<file path="src/source/uart_line_pkg.sv">
package uart_line_pkg;

	// Receiver samples per bit time
	// Transmit divider is scaled by the same factor
	localparam int OVERSAMPLE = 8;

	// Character size of an 8N1 frame
	// No parity bit is sent or expected
	localparam int DATA_BITS = 8;

	// Level of a quiet line
	// Also the stop bit level, start bit is the inverse
	localparam logic LINE_IDLE = 1'b1;

endpackage

</file>
<file path="src/source/uart_reg_pkg.sv">
package uart_reg_pkg;

	// Register byte offsets
	// Each one is added to BASE_ADDRESS of the uart instance
	localparam int STATUS_OFFSET = 0;
	// Read pops the receive FIFO
	localparam int RX_OFFSET = 4;
	// Write starts a frame on the line
	localparam int TX_OFFSET = 8;

	// STATUS bit positions
	// Low four bits mirror the flags of the FIFO head
	localparam int ST_PARITY_BIT = 0;
	localparam int ST_FRAME_BIT = 1;
	localparam int ST_BREAK_BIT = 2;
	localparam int ST_OVERFLOW_BIT = 3;
	// Transmitter idle, a TX write will be taken
	localparam int ST_TX_READY_BIT = 4;
	// FIFO holds at least one entry
	localparam int ST_RX_AVAIL_BIT = 5;

	// Receive FIFO entry
	// Flags sit above the 8-bit character in STATUS order
	// Overflow on top, parity at the bottom
	localparam int FLAG_WIDTH = 4;
	localparam int ENTRY_WIDTH = 12;

	// Entries held before incoming characters get dropped
	localparam int RX_FIFO_DEPTH = 8;

endpackage

</file>
<file path="src/source/sync_fifo.sv">
`timescale 1ns/1ps

module sync_fifo
#(
	parameter WIDTH = 8,
	parameter DEPTH = 8
)
(
	input clk,
	input rst_n,
	input enqueue_en,
	input [WIDTH-1:0] value_in,
	input dequeue_en,
	output [WIDTH-1:0] value_out,
	output empty,
	output full
);

	localparam int PTR_WIDTH = (DEPTH > 1) ? $clog2(DEPTH) : 1;
	localparam int COUNT_WIDTH = $clog2(DEPTH + 1);

	// Storage, no reset on payload
	logic [WIDTH-1:0] entries [DEPTH];
	logic [PTR_WIDTH-1:0] rd_ptr;
	logic [PTR_WIDTH-1:0] wr_ptr;
	logic [COUNT_WIDTH-1:0] count;
	logic push;
	logic pop;

	// Dequeue on an empty FIFO is a no-op
	assign push = enqueue_en;
	assign pop = dequeue_en && !empty;

	assign empty = count == '0;
	assign full = count == COUNT_WIDTH'(DEPTH);

	// Head is always visible
	assign value_out = entries[rd_ptr];

	always_ff @(posedge clk)
	begin
		if (push)
			entries[wr_ptr] <= value_in;
	end

	always_ff @(posedge clk)
	begin
		if (!rst_n)
		begin
			rd_ptr <= '0;
			wr_ptr <= '0;
			count <= '0;
		end
		else
		begin
			// Pointers wrap at DEPTH, not at a power of two
			if (push)
				wr_ptr <= (wr_ptr == PTR_WIDTH'(DEPTH - 1)) ? '0 : wr_ptr + 1'b1;
			if (pop)
				rd_ptr <= (rd_ptr == PTR_WIDTH'(DEPTH - 1)) ? '0 : rd_ptr + 1'b1;
			// Both at once leaves the count alone
			if (push && !pop)
				count <= count + 1'b1;
			else if (pop && !push)
				count <= count - 1'b1;
		end
	end

	// Writer must check full
	no_push_full: assert property (@(posedge clk) disable iff (!rst_n)
		full |-> !enqueue_en);

endmodule

</file>
<file path="src/source/uart.sv">
`timescale 1ns/1ps

module uart
#(
	parameter BASE_ADDRESS = 0,
	// Clock rate over (baud * 8)
	parameter BAUD_DIVIDE = 1
)
(
	input clk,
	input rst_n,

	// IO bus
	input [31:0] io_address,
	input io_read_en,
	input [31:0] io_write_data,
	input io_write_en,
	output logic [31:0] io_read_data,

	// Serial line
	output uart_tx,
	input uart_rx
);

	localparam int DATA_BITS = uart_line_pkg::DATA_BITS;
	localparam int ENTRY_WIDTH = uart_reg_pkg::ENTRY_WIDTH;
	localparam int FLAG_WIDTH = uart_reg_pkg::FLAG_WIDTH;

	// Absolute register addresses
	localparam logic [31:0] STATUS_ADDR = BASE_ADDRESS + uart_reg_pkg::STATUS_OFFSET;
	localparam logic [31:0] RX_ADDR = BASE_ADDRESS + uart_reg_pkg::RX_OFFSET;
	localparam logic [31:0] TX_ADDR = BASE_ADDRESS + uart_reg_pkg::TX_OFFSET;

	logic tx_enable;
	logic tx_ready;
	logic [DATA_BITS-1:0] rx_char;
	logic rx_char_valid;
	logic rx_frame_error;
	logic rx_break_error;
	logic enqueue_en;
	logic dequeue_en;
	logic fifo_empty;
	logic fifo_full;
	logic [ENTRY_WIDTH-1:0] entry_in;
	logic [ENTRY_WIDTH-1:0] entry_out;
	logic [FLAG_WIDTH-1:0] head_flags;
	// A character was lost, flag the next one stored
	logic overflow_pending;

	// Register strobes
	assign tx_enable = io_write_en && io_address == TX_ADDR;
	assign dequeue_en = io_read_en && io_address == RX_ADDR;

	// Drop the character when there is no room
	assign enqueue_en = rx_char_valid && !fifo_full;

	always_ff @(posedge clk)
	begin
		if (!rst_n)
			overflow_pending <= 1'b0;
		else if (rx_char_valid && fifo_full)
			overflow_pending <= 1'b1;
		else if (enqueue_en)
			overflow_pending <= 1'b0;
	end

	// Entry layout
	// Flag bits above the character follow STATUS bit order
	always_comb
	begin
		entry_in = '0;
		entry_in[DATA_BITS-1:0] = rx_char;
		entry_in[DATA_BITS + uart_reg_pkg::ST_OVERFLOW_BIT] = overflow_pending;
		entry_in[DATA_BITS + uart_reg_pkg::ST_BREAK_BIT] = rx_break_error;
		entry_in[DATA_BITS + uart_reg_pkg::ST_FRAME_BIT] = rx_frame_error;
		// No parity on the line
		entry_in[DATA_BITS + uart_reg_pkg::ST_PARITY_BIT] = 1'b0;
	end

	assign head_flags = entry_out[ENTRY_WIDTH-1 -: FLAG_WIDTH];

	// Read mux, combinational from the address
	always_comb
	begin
		io_read_data = '0;
		if (io_address == STATUS_ADDR)
		begin
			io_read_data[uart_reg_pkg::ST_RX_AVAIL_BIT] = !fifo_empty;
			io_read_data[uart_reg_pkg::ST_TX_READY_BIT] = tx_ready;
			// Flags read as zero with nothing queued
			if (!fifo_empty)
				io_read_data[FLAG_WIDTH-1:0] = head_flags;
		end
		else
			io_read_data[ENTRY_WIDTH-1:0] = entry_out;
	end

	// Transmit divider counts whole bit times
	uart_transmit #(.BAUD_DIVIDE(BAUD_DIVIDE * uart_line_pkg::OVERSAMPLE)) uart_transmit (
		.clk(clk),
		.rst_n(rst_n),
		.tx_char(io_write_data[DATA_BITS-1:0]),
		.tx_enable(tx_enable),
		.tx_ready(tx_ready),
		.uart_tx(uart_tx));

	uart_receive #(.BAUD_DIVIDE(BAUD_DIVIDE)) uart_receive (
		.clk(clk),
		.rst_n(rst_n),
		.uart_rx(uart_rx),
		.rx_char(rx_char),
		.rx_char_valid(rx_char_valid),
		.rx_frame_error(rx_frame_error),
		.rx_break_error(rx_break_error));

	sync_fifo #(.WIDTH(ENTRY_WIDTH), .DEPTH(uart_reg_pkg::RX_FIFO_DEPTH)) rx_fifo (
		.clk(clk),
		.rst_n(rst_n),
		.enqueue_en(enqueue_en),
		.value_in(entry_in),
		.dequeue_en(dequeue_en),
		.value_out(entry_out),
		.empty(fifo_empty),
		.full(fifo_full));

	// Bus master never reads and writes in one cycle
	bus_one_access: assert property (@(posedge clk) disable iff (!rst_n)
		!(io_read_en && io_write_en));

endmodule

</file>
<file path="src/source/uart_receive.sv">
`timescale 1ns/1ps

module uart_receive
#(
	// Clocks per oversample tick
	parameter BAUD_DIVIDE = 1
)
(
	input clk,
	input rst_n,
	input uart_rx,
	output logic [uart_line_pkg::DATA_BITS-1:0] rx_char,
	output logic rx_char_valid,
	output logic rx_frame_error,
	output logic rx_break_error
);

	localparam int OVERSAMPLE = uart_line_pkg::OVERSAMPLE;
	localparam int DATA_BITS = uart_line_pkg::DATA_BITS;
	localparam int TICK_WIDTH = $clog2(BAUD_DIVIDE + 1);
	localparam int SAMPLE_WIDTH = $clog2(OVERSAMPLE);
	localparam int INDEX_WIDTH = $clog2(DATA_BITS);

	// FSM encoding
	localparam logic [1:0] S_IDLE = 2'd0;
	localparam logic [1:0] S_START = 2'd1;
	localparam logic [1:0] S_DATA = 2'd2;
	localparam logic [1:0] S_STOP = 2'd3;

	logic rx_meta;
	logic rx_sync;
	// Line level at the previous tick
	logic rx_last;
	logic [TICK_WIDTH-1:0] tick_count;
	logic tick;
	logic [1:0] state;
	// Ticks since the last sample point
	logic [SAMPLE_WIDTH-1:0] sample_count;
	logic [INDEX_WIDTH-1:0] bit_index;
	logic sample_now;
	logic line_low;

	// Two flops against metastability
	always_ff @(posedge clk)
	begin
		if (!rst_n)
		begin
			rx_meta <= uart_line_pkg::LINE_IDLE;
			rx_sync <= uart_line_pkg::LINE_IDLE;
		end
		else
		begin
			rx_meta <= uart_rx;
			rx_sync <= rx_meta;
		end
	end

	// Oversample tick
	assign tick = tick_count == TICK_WIDTH'(BAUD_DIVIDE - 1);

	always_ff @(posedge clk)
	begin
		if (!rst_n)
			tick_count <= '0;
		else if (tick)
			tick_count <= '0;
		else
			tick_count <= tick_count + 1'b1;
	end

	assign line_low = rx_sync != uart_line_pkg::LINE_IDLE;

	// Mid-bit point in data and stop states
	assign sample_now = tick && sample_count == SAMPLE_WIDTH'(OVERSAMPLE - 1);

	always_ff @(posedge clk)
	begin
		if (!rst_n)
		begin
			state <= S_IDLE;
			rx_last <= uart_line_pkg::LINE_IDLE;
			sample_count <= '0;
			bit_index <= '0;
			rx_char_valid <= 1'b0;
		end
		else
		begin
			rx_char_valid <= 1'b0;
			if (tick)
				rx_last <= rx_sync;

			case (state)
				S_IDLE:
					// Falling edge only, a held low line never restarts
					if (tick && rx_last == uart_line_pkg::LINE_IDLE && line_low)
					begin
						state <= S_START;
						sample_count <= '0;
					end

				S_START:
					if (tick)
					begin
						if (sample_count == SAMPLE_WIDTH'(OVERSAMPLE / 2 - 1))
						begin
							// Still low at half a bit, real start bit
							state <= line_low ? S_DATA : S_IDLE;
							sample_count <= '0;
							bit_index <= '0;
						end
						else
							sample_count <= sample_count + 1'b1;
					end

				S_DATA:
					if (sample_now)
					begin
						// LSB first
						rx_char <= {rx_sync, rx_char[DATA_BITS-1:1]};
						sample_count <= '0;
						bit_index <= bit_index + 1'b1;
						if (bit_index == INDEX_WIDTH'(DATA_BITS - 1))
							state <= S_STOP;
					end
					else if (tick)
						sample_count <= sample_count + 1'b1;

				S_STOP:
					if (sample_now)
					begin
						rx_char_valid <= 1'b1;
						// Low stop bit
						rx_frame_error <= line_low;
						// Low stop and all-zero data
						rx_break_error <= line_low && rx_char == '0;
						state <= S_IDLE;
					end
					else if (tick)
						sample_count <= sample_count + 1'b1;

				default:
					state <= S_IDLE;
			endcase
		end
	end

	// One pulse per frame
	rx_valid_pulse: assert property (@(posedge clk) disable iff (!rst_n)
		rx_char_valid |=> !rx_char_valid);

endmodule

</file>
<file path="src/source/uart_transmit.sv">
`timescale 1ns/1ps

module uart_transmit
#(
	// Clocks per bit time
	parameter BAUD_DIVIDE = 8
)
(
	input clk,
	input rst_n,
	input [uart_line_pkg::DATA_BITS-1:0] tx_char,
	input tx_enable,
	output tx_ready,
	output uart_tx
);

	// Start bit, data, stop bit
	localparam int FRAME_BITS = uart_line_pkg::DATA_BITS + 2;
	localparam int COUNT_WIDTH = $clog2(BAUD_DIVIDE + 1);
	localparam int BITS_WIDTH = $clog2(FRAME_BITS + 1);

	logic busy;
	// Clocks left in the current bit
	logic [COUNT_WIDTH-1:0] baud_count;
	// Bits left in the frame
	logic [BITS_WIDTH-1:0] bits_left;
	// Line bits, bit 0 is on the wire
	logic [FRAME_BITS-1:0] shift;
	logic bit_end;

	assign bit_end = baud_count == '0;
	assign tx_ready = !busy;
	assign uart_tx = shift[0];

	always_ff @(posedge clk)
	begin
		if (!rst_n)
		begin
			busy <= 1'b0;
			baud_count <= '0;
			bits_left <= '0;
			// Quiet line out of reset
			shift <= {FRAME_BITS{uart_line_pkg::LINE_IDLE}};
		end
		else if (!busy)
		begin
			// Only accepted while ready
			if (tx_enable)
			begin
				busy <= 1'b1;
				baud_count <= COUNT_WIDTH'(BAUD_DIVIDE - 1);
				bits_left <= BITS_WIDTH'(FRAME_BITS);
				shift <= {uart_line_pkg::LINE_IDLE, tx_char, !uart_line_pkg::LINE_IDLE};
			end
		end
		else if (bit_end)
		begin
			// Next bit, idle level fills from the top
			baud_count <= COUNT_WIDTH'(BAUD_DIVIDE - 1);
			bits_left <= bits_left - 1'b1;
			shift <= {uart_line_pkg::LINE_IDLE, shift[FRAME_BITS-1:1]};
			// Stop bit done
			if (bits_left == BITS_WIDTH'(1))
				busy <= 1'b0;
		end
		else
			baud_count <= baud_count - 1'b1;
	end

	// Line holds each bit for a whole bit period
	tx_bit_stable: assert property (@(posedge clk) disable iff (!rst_n)
		busy && !bit_end |=> $stable(uart_tx));

endmodule

</file>
<file path="config.mk">
export PLATFORM = sky130hd
export DESIGN_NAME = uart
export DESIGN_NICKNAME = d
export VERILOG_FILES = /design/src/source/uart_line_pkg.sv /design/src/source/uart_reg_pkg.sv /design/src/source/sync_fifo.sv /design/src/source/uart.sv /design/src/source/uart_receive.sv /design/src/source/uart_transmit.sv
export SDC_FILE = /design/constraint.sdc
export NUM_CORES = 1
export LEC_CHECK = 0
export BUFFER_PORTS_ARGS = -buffer_cell sky130_fd_sc_hd__clkbuf_2
export CORE_UTILIZATION = 45
export CTS_CLUSTER_SIZE = 20
export DETAILED_ROUTE_END_ITERATION = 8
export PLACE_DENSITY = 0.68
export SYNTH_ARGS = -nofsm -noshare
export SYNTH_HDL_FRONTEND = slang
export SYNTH_SLANG_ARGS = --single-unit
</file>
<file path="constraint.sdc">
create_clock -name clk -period 5.45 [get_ports clk]
set_input_delay 1.3625 -clock clk [delete_from_list [all_inputs] [get_ports clk]]
set_output_delay 1.3625 -clock clk [all_outputs]
set_load 0.02 [all_outputs]
</file>
# [Yosys cells after proc, flatten, opt, wreduce, memory -nomap -nowiden]
# Memories as Yosys holds them, arrays and structs flattened. A register that Yosys moved wholly into a read port is not among the register bits.
# Cells that the tools add are included.
[word_totals] wordCells=130 reg_bits=53 mem_bits_rw=88 mem_count=1 in_bits=69 out_inout_bits=33
[memory_table] memory="rx_fifo.entries" depth=8 width=11 read_ports=1 rd_ports_with_merged_regs=1 wr=1 line_no="sync_fifo.sv:23" rtl="logic [WIDTH-1:0] entries [DEPTH];"
[classes] n_bitwise=2 n_addsub=9 mux=46 eq_ne=20 n_reduce_logical=33
[op_table] op="3-bit 2-to-1 mux" n=13
[op_table] op="4-bit 2-to-1 mux" n=9
[op_table] op="32-bit by 3-bit equality test with 1-bit output (second input constant)" n=1
[op_table] op="32-bit by 4-bit equality test with 1-bit output (second input constant)" n=1
[op_table] op="32-bit zero test" n=1
[op_table] op="10-bit 2-to-1 mux" n=3
[op_table] op="2-bit 2-to-1 mux" n=7
[op_table] op="3-bit by 1-bit adder with 3-bit output (second input constant)" n=4
[op_table] op="3-bit equality test (second input constant)" n=4
[op_table] op="6-bit 2-to-1 mux" n=2
[op_table] op="3-bit one-hot mux with 4 select lines" n=1
[op_table] op="4-bit by 1-bit subtractor with 4-bit output (second input constant)" n=3
[op_table] op="1-bit logical AND" n=11
[op_table] op="2-bit by 1-bit inequality test with 1-bit output (second input constant)" n=5
[op_table] op="1-bit 2-to-1 mux" n=9
[op_table] op="3-bit AND reduction" n=3
[op_table] op="4-bit zero test" n=2
[op_table] op="8-bit zero test" n=1
[op_table] op="2-bit one-hot mux with 4 select lines" n=1
[op_table] op="2-bit nonzero test" n=4
[op_table] op="2-bit inequality test (second input constant)" n=3
[op_table] op="3-bit one-hot mux with 2 select lines" n=1
[op_table] op="2-bit AND reduction" n=3
[op_table] op="6-bit AND reduction" n=1
[op_table] op="other kinds (11)" n=17

# [Logic depth before layout (Yosys ltp)]
[logic_depth] word_depth=7 mapped_depth=12 mapped_depth_nobuf=11

# [Modules after synthesis]
# A second synthesis with hierarchy kept.
[unflattened] hier_cells=466 hier_area_um2=6801.5
[modules_own_cells] mod="sync_fifo" seq_area_each_um2=3143.0 cells_per_inst=212 n_inst=1 area_each_um2=4374.2
[modules_own_cells] mod="uart_receive" seq_area_each_um2=560.5 cells_per_inst=95 n_inst=1 area_each_um2=1041.0
[modules_own_cells] mod="uart_transmit" seq_area_each_um2=360.3 cells_per_inst=101 n_inst=1 area_each_um2=918.4
[modules_own_cells] mod="uart" seq_area_each_um2=20.0 cells_per_inst=58 n_inst=1 area_each_um2=467.9

# [Worst setup path before layout]
# Ideal clock, no wire load.
[synth_path] path_kind="input port to output port" from="in io_address[13]" to="out io_read_data[1]" cell_stages=6 path_slack_ns=1.266 arrival_time_ns=2.822 path_buffers=2 required_ns=4.088 path_cell_list="nor4_2 nand4_2 buf_6 nor3_2 buf_4 mux2i_1"
[synth_via] elab_chain_len=2
[synth_lines] item="start, declared" line_no="uart.sv:14" rtl="input [31:0] io_address,"
[synth_lines] item="32-bit zero test" line_no="uart.sv:86" rtl="if (io_address == STATUS_ADDR)"
[synth_lines] item="6-bit 2-to-1 mux" line_no="uart.sv:86"
[synth_lines] item="end, declared" line_no="uart.sv:18" rtl="output logic [31:0] io_read_data,"
# No other way between the ends.

# [Final worst setup path]
[layout_path] from="in io_address[9]" to="out io_read_data[5]"
# Same word-level chain as after synthesis.

==> out/results.tsv <==
stage	metric	value	unit
global_routing	antenna violations before repair	0	
hold_path	hold depth	1	
route	final WL	12300	um
die	Starting Density	46.41	%
clocking	H-tree levels	4	
sta	Slew HR	32.69	%
die	die footprint	14910	sq um
setup_path	Req. time, crit path	4.09	ns
setup_path	critical path, cell by cell	clkbuf_2 -> nor4_4 -> nand4_2 -> buf_4 -> nor3_2 -> buf_4 -> mux2_2 -> clkbuf_2	
synthesis	register area share after synthesis	59.20	%
sta	Fin. Hold Viols	0	
layout	n_diodes	0	
route	antenna viol nets, final	0	
sta	RSZ-0062 raised after global routing	false	
layout	most frequent cells in the layout	edfxtp_1, clkbuf_2, dfxtp_1, nand2_1, nor2_1	
power_and_ir_drop	pwr dens	309.9	nW/um^2
layout	most common cell after layout, fill and taps aside	edfxtp_1	
layout	layout cells sized above 1	26.79	%
place	IO Port Bufs	56	
sta	Final Critical Period	4.393	ns
clocking	Root Buffer	clkbuf_16	
global_routing	first-pass GRT wire length	19410	um
synthesis	EDFF count, synth	98	
power_and_ir_drop	Max VDD drop	0.2077	mV
route	vias per cell	5.375	
die	Rows	43	
power_and_ir_drop	total power	2.322	mW
clocking	clk sinks	143	
sta	final cycle utilization of the critical path	80.60	%
setup_path	Crit Path Max Fanout	11	
layout	Final nets	618	
clocking	CTS tree	done	
sta	Final Skew	0.01917	ns
clocking	Post-CTS Hold Buffers	0	
die	Die Wd	122.1	um
setup_path	CP Class	in -> out	
synthesis	Netlist cell types	60	
global_routing	largest net degree at the start of global routing	56	
setup_path	Worst Setup Start Kind	input port	
clocking	clk_lat worst skew	0.42	ns
global_routing	number of global-route vias before repair	3793	
route	routed len/inst	16.96	um
route	drc violations	0	
sta	endpoints failing setup	0	
synthesis	cells after synthesis	467	
synthesis	ys flop type	edfxtp_1	
route	vias	3897	
synthesis	synth warn	0	
die	Chip Height	122.1	um
route	Iter 0 DRT Violations	256	
sta	f_max	227.6	MHz
place	Post-DP HPWL	8023	um
synthesis	Synth async-reset ratio	0	%
sta	Total Neg Setup Slack	0	ns
synthesis	Synth Register Bits	143	
sta	final slew viol count	0	
global_routing	remaining global-route overflow	0	
clocking	cts bufs inserted	17	
sta	Slew @ Worst Pin	1.002	ns
route	DRT Pass-1 Iters	4	
global_routing	gr usage total	17.83	%
setup_path	crit path capture type	output port	
power_and_ir_drop	leak pwr	2.622	nW
hold_path	Min-Delay Path Class	reg -> reg	
place	Placer Congestion	0.7701	
clocking	maximum root-to-sink buffer count	2	
layout	sequential cell area	3844	sq um
clocking	clock transition at the registers of the reported paths	0.05	ns
setup_path	CP max stage cell	mux2_2	
layout	area of the multi-input gates	2420	sq um
setup_path	CP Data Arrival Time	3.03	ns
status	status	completed	
setup_path	r2r worst-path depth	10	
clocking	postcts setup bufs	0	
setup_path	CP peak stage delay	0.37	ns
die	core area	13990	sq um
layout	fillcell total	1155	
synthesis	Synth Area per Inst	13.90	sq um
synthesis	Synth Cell Area	6492	sq um
layout	synthesis-to-layout area growth	15.40	%
clocking	post-cts gate resize count	0	
die	Ports	102	
run	max-cap violations	0	
==> Yosys cell counts (2+ instances only) <==
library cell	number	area share (%)
nand3b_1	2	0.23
a21boi_1	3	0.35
xor2_1	2	0.27
nand2b_1	7	0.67
nand4_1	2	0.19
nor4_4	4	1.3
mux2i_1	21	3.2
o211a_1	2	0.31
mux2_2	5	0.87
or3_1	2	0.19
and3_1	4	0.39
buf_2	6	0.46
o21a_1	2	0.23
a221oi_2	7	1.6
edfxtp_1	98	45
o311a_1	2	0.31
or4b_1	7	1.1
buf_6	2	0.35
o22ai_1	3	0.29
o221a_1	2	0.35
a22oi_1	2	0.23
and2_1	2	0.19
ha_1	16	3.1
buf_4	22	2.5
o211ai_1	3	0.35
mux4_2	22	7.6
inv_1	12	0.69
a21oi_1	5	0.39
xnor2_1	3	0.40
nand3_1	6	0.46
nand4b_1	7	0.94
nor3b_1	3	0.35
o21ai_0	10	0.77
clkbuf_1	13	0.75
nor2_1	24	1.4
inv_2	2	0.12
nor2b_1	11	1.1
nor4_1	7	0.67
dfxtp_1	45	14
nand2_1	35	2.0
nor3_1	15	1.2
==> power breakdown <==
group	leakage (nW)	switching, mW	internal [mW]
logic	1.11	0.0341	0.0197
registers	1.25	0.00315	1.15
clock network	0.271	0.441	0.676
total	2.62	0.478	1.84
==> per-layer routing <==
layer	up-vias	track usage (%)	share of wire (%)
met5	-	0	0
met4	0	7.241	0.89
met3	8	5.805	3.9
met2	73	28.78	52
met1	1940	22.05	43
li1	1876	-	-
==> layout make-up <==
class,instances,share of cell area [%]
flip-flops and latches,143,51.30
clock buffers,20,5.828
multi-input cells,287,32.30
inverters,14,0.7014
well taps,180,3.006
repair buffers,69,5.043
clock inverters,12,1.820
==> registers in the layout, indices dropped and copies added (netlist names), named ones only <==
name,cells
overflow_pending,1
rx_fifo.count,4
rx_fifo.entries,88
rx_fifo.rd_ptr,3
rx_fifo.wr_ptr,3
uart_receive.bit_index,3
uart_receive.rx_break_error,1
uart_receive.rx_char,8
uart_receive.rx_char_valid,1
uart_receive.rx_frame_error,1
uart_receive.rx_last,1
uart_receive.rx_meta,1
uart_receive.rx_sync,1
uart_receive.sample_count,3
uart_receive.state,1
uart_receive.tick_count,1
uart_transmit.baud_count,4
uart_transmit.bits_left,4
uart_transmit.busy,1
uart_transmit.shift,9
==> stage by stage <==
| stage | instance area (sq um) | hold WS (ns) | worst slack, ns | cells | utilization (%) |
|---|---|---|---|---|---|
| after floorplan | 6571 | 0.3863 | 1.266 | 488 | - |
| after CTS | 7492 | 0.4073 | 1.035 | 725 | 53.56 |
| after detailed placement | 6919 | 0.3940 | 1.048 | 693 | 49.46 |
| final | 7492 | 0.4050 | 1.057 | 725 | 53.56 |
| after global routing | 7492 | 0.4207 | 0.9481 | 725 | 53.56 |
| after global placement | 6919 | 0.3931 | 1.063 | 693 | 49.46 |
==> path summary, 6_finish.rpt <==
check | end | slack, ns | start
worst max-delay path | io_read_data[5] | 1.06 | io_address[9]
worst min-delay path | uart_receive.rx_sync | 0.40 | uart_receive.rx_meta
worst max register to register | rx_fifo.count[3] | 2.43 | rx_fifo.count[3]
worst min register to register | uart_receive.rx_sync | 0.40 | uart_receive.rx_meta
==> critical path, delay by kind of cell <==
family,cells,cell delay (ns)
buf+inv,4,0.71
mux,1,0.37
simple gates,3,0.57
==> kinds of logic after synthesis <==
kind of cell	synth area share [%]
buf+inv	4.972
flops	59.20
compound gates	6.494
xor+xnor	0.6746
mux	11.74
simple gates	13.47
fa+ha+maj	3.392
other cells	0.05776
(Power assumes the default switching activity.)
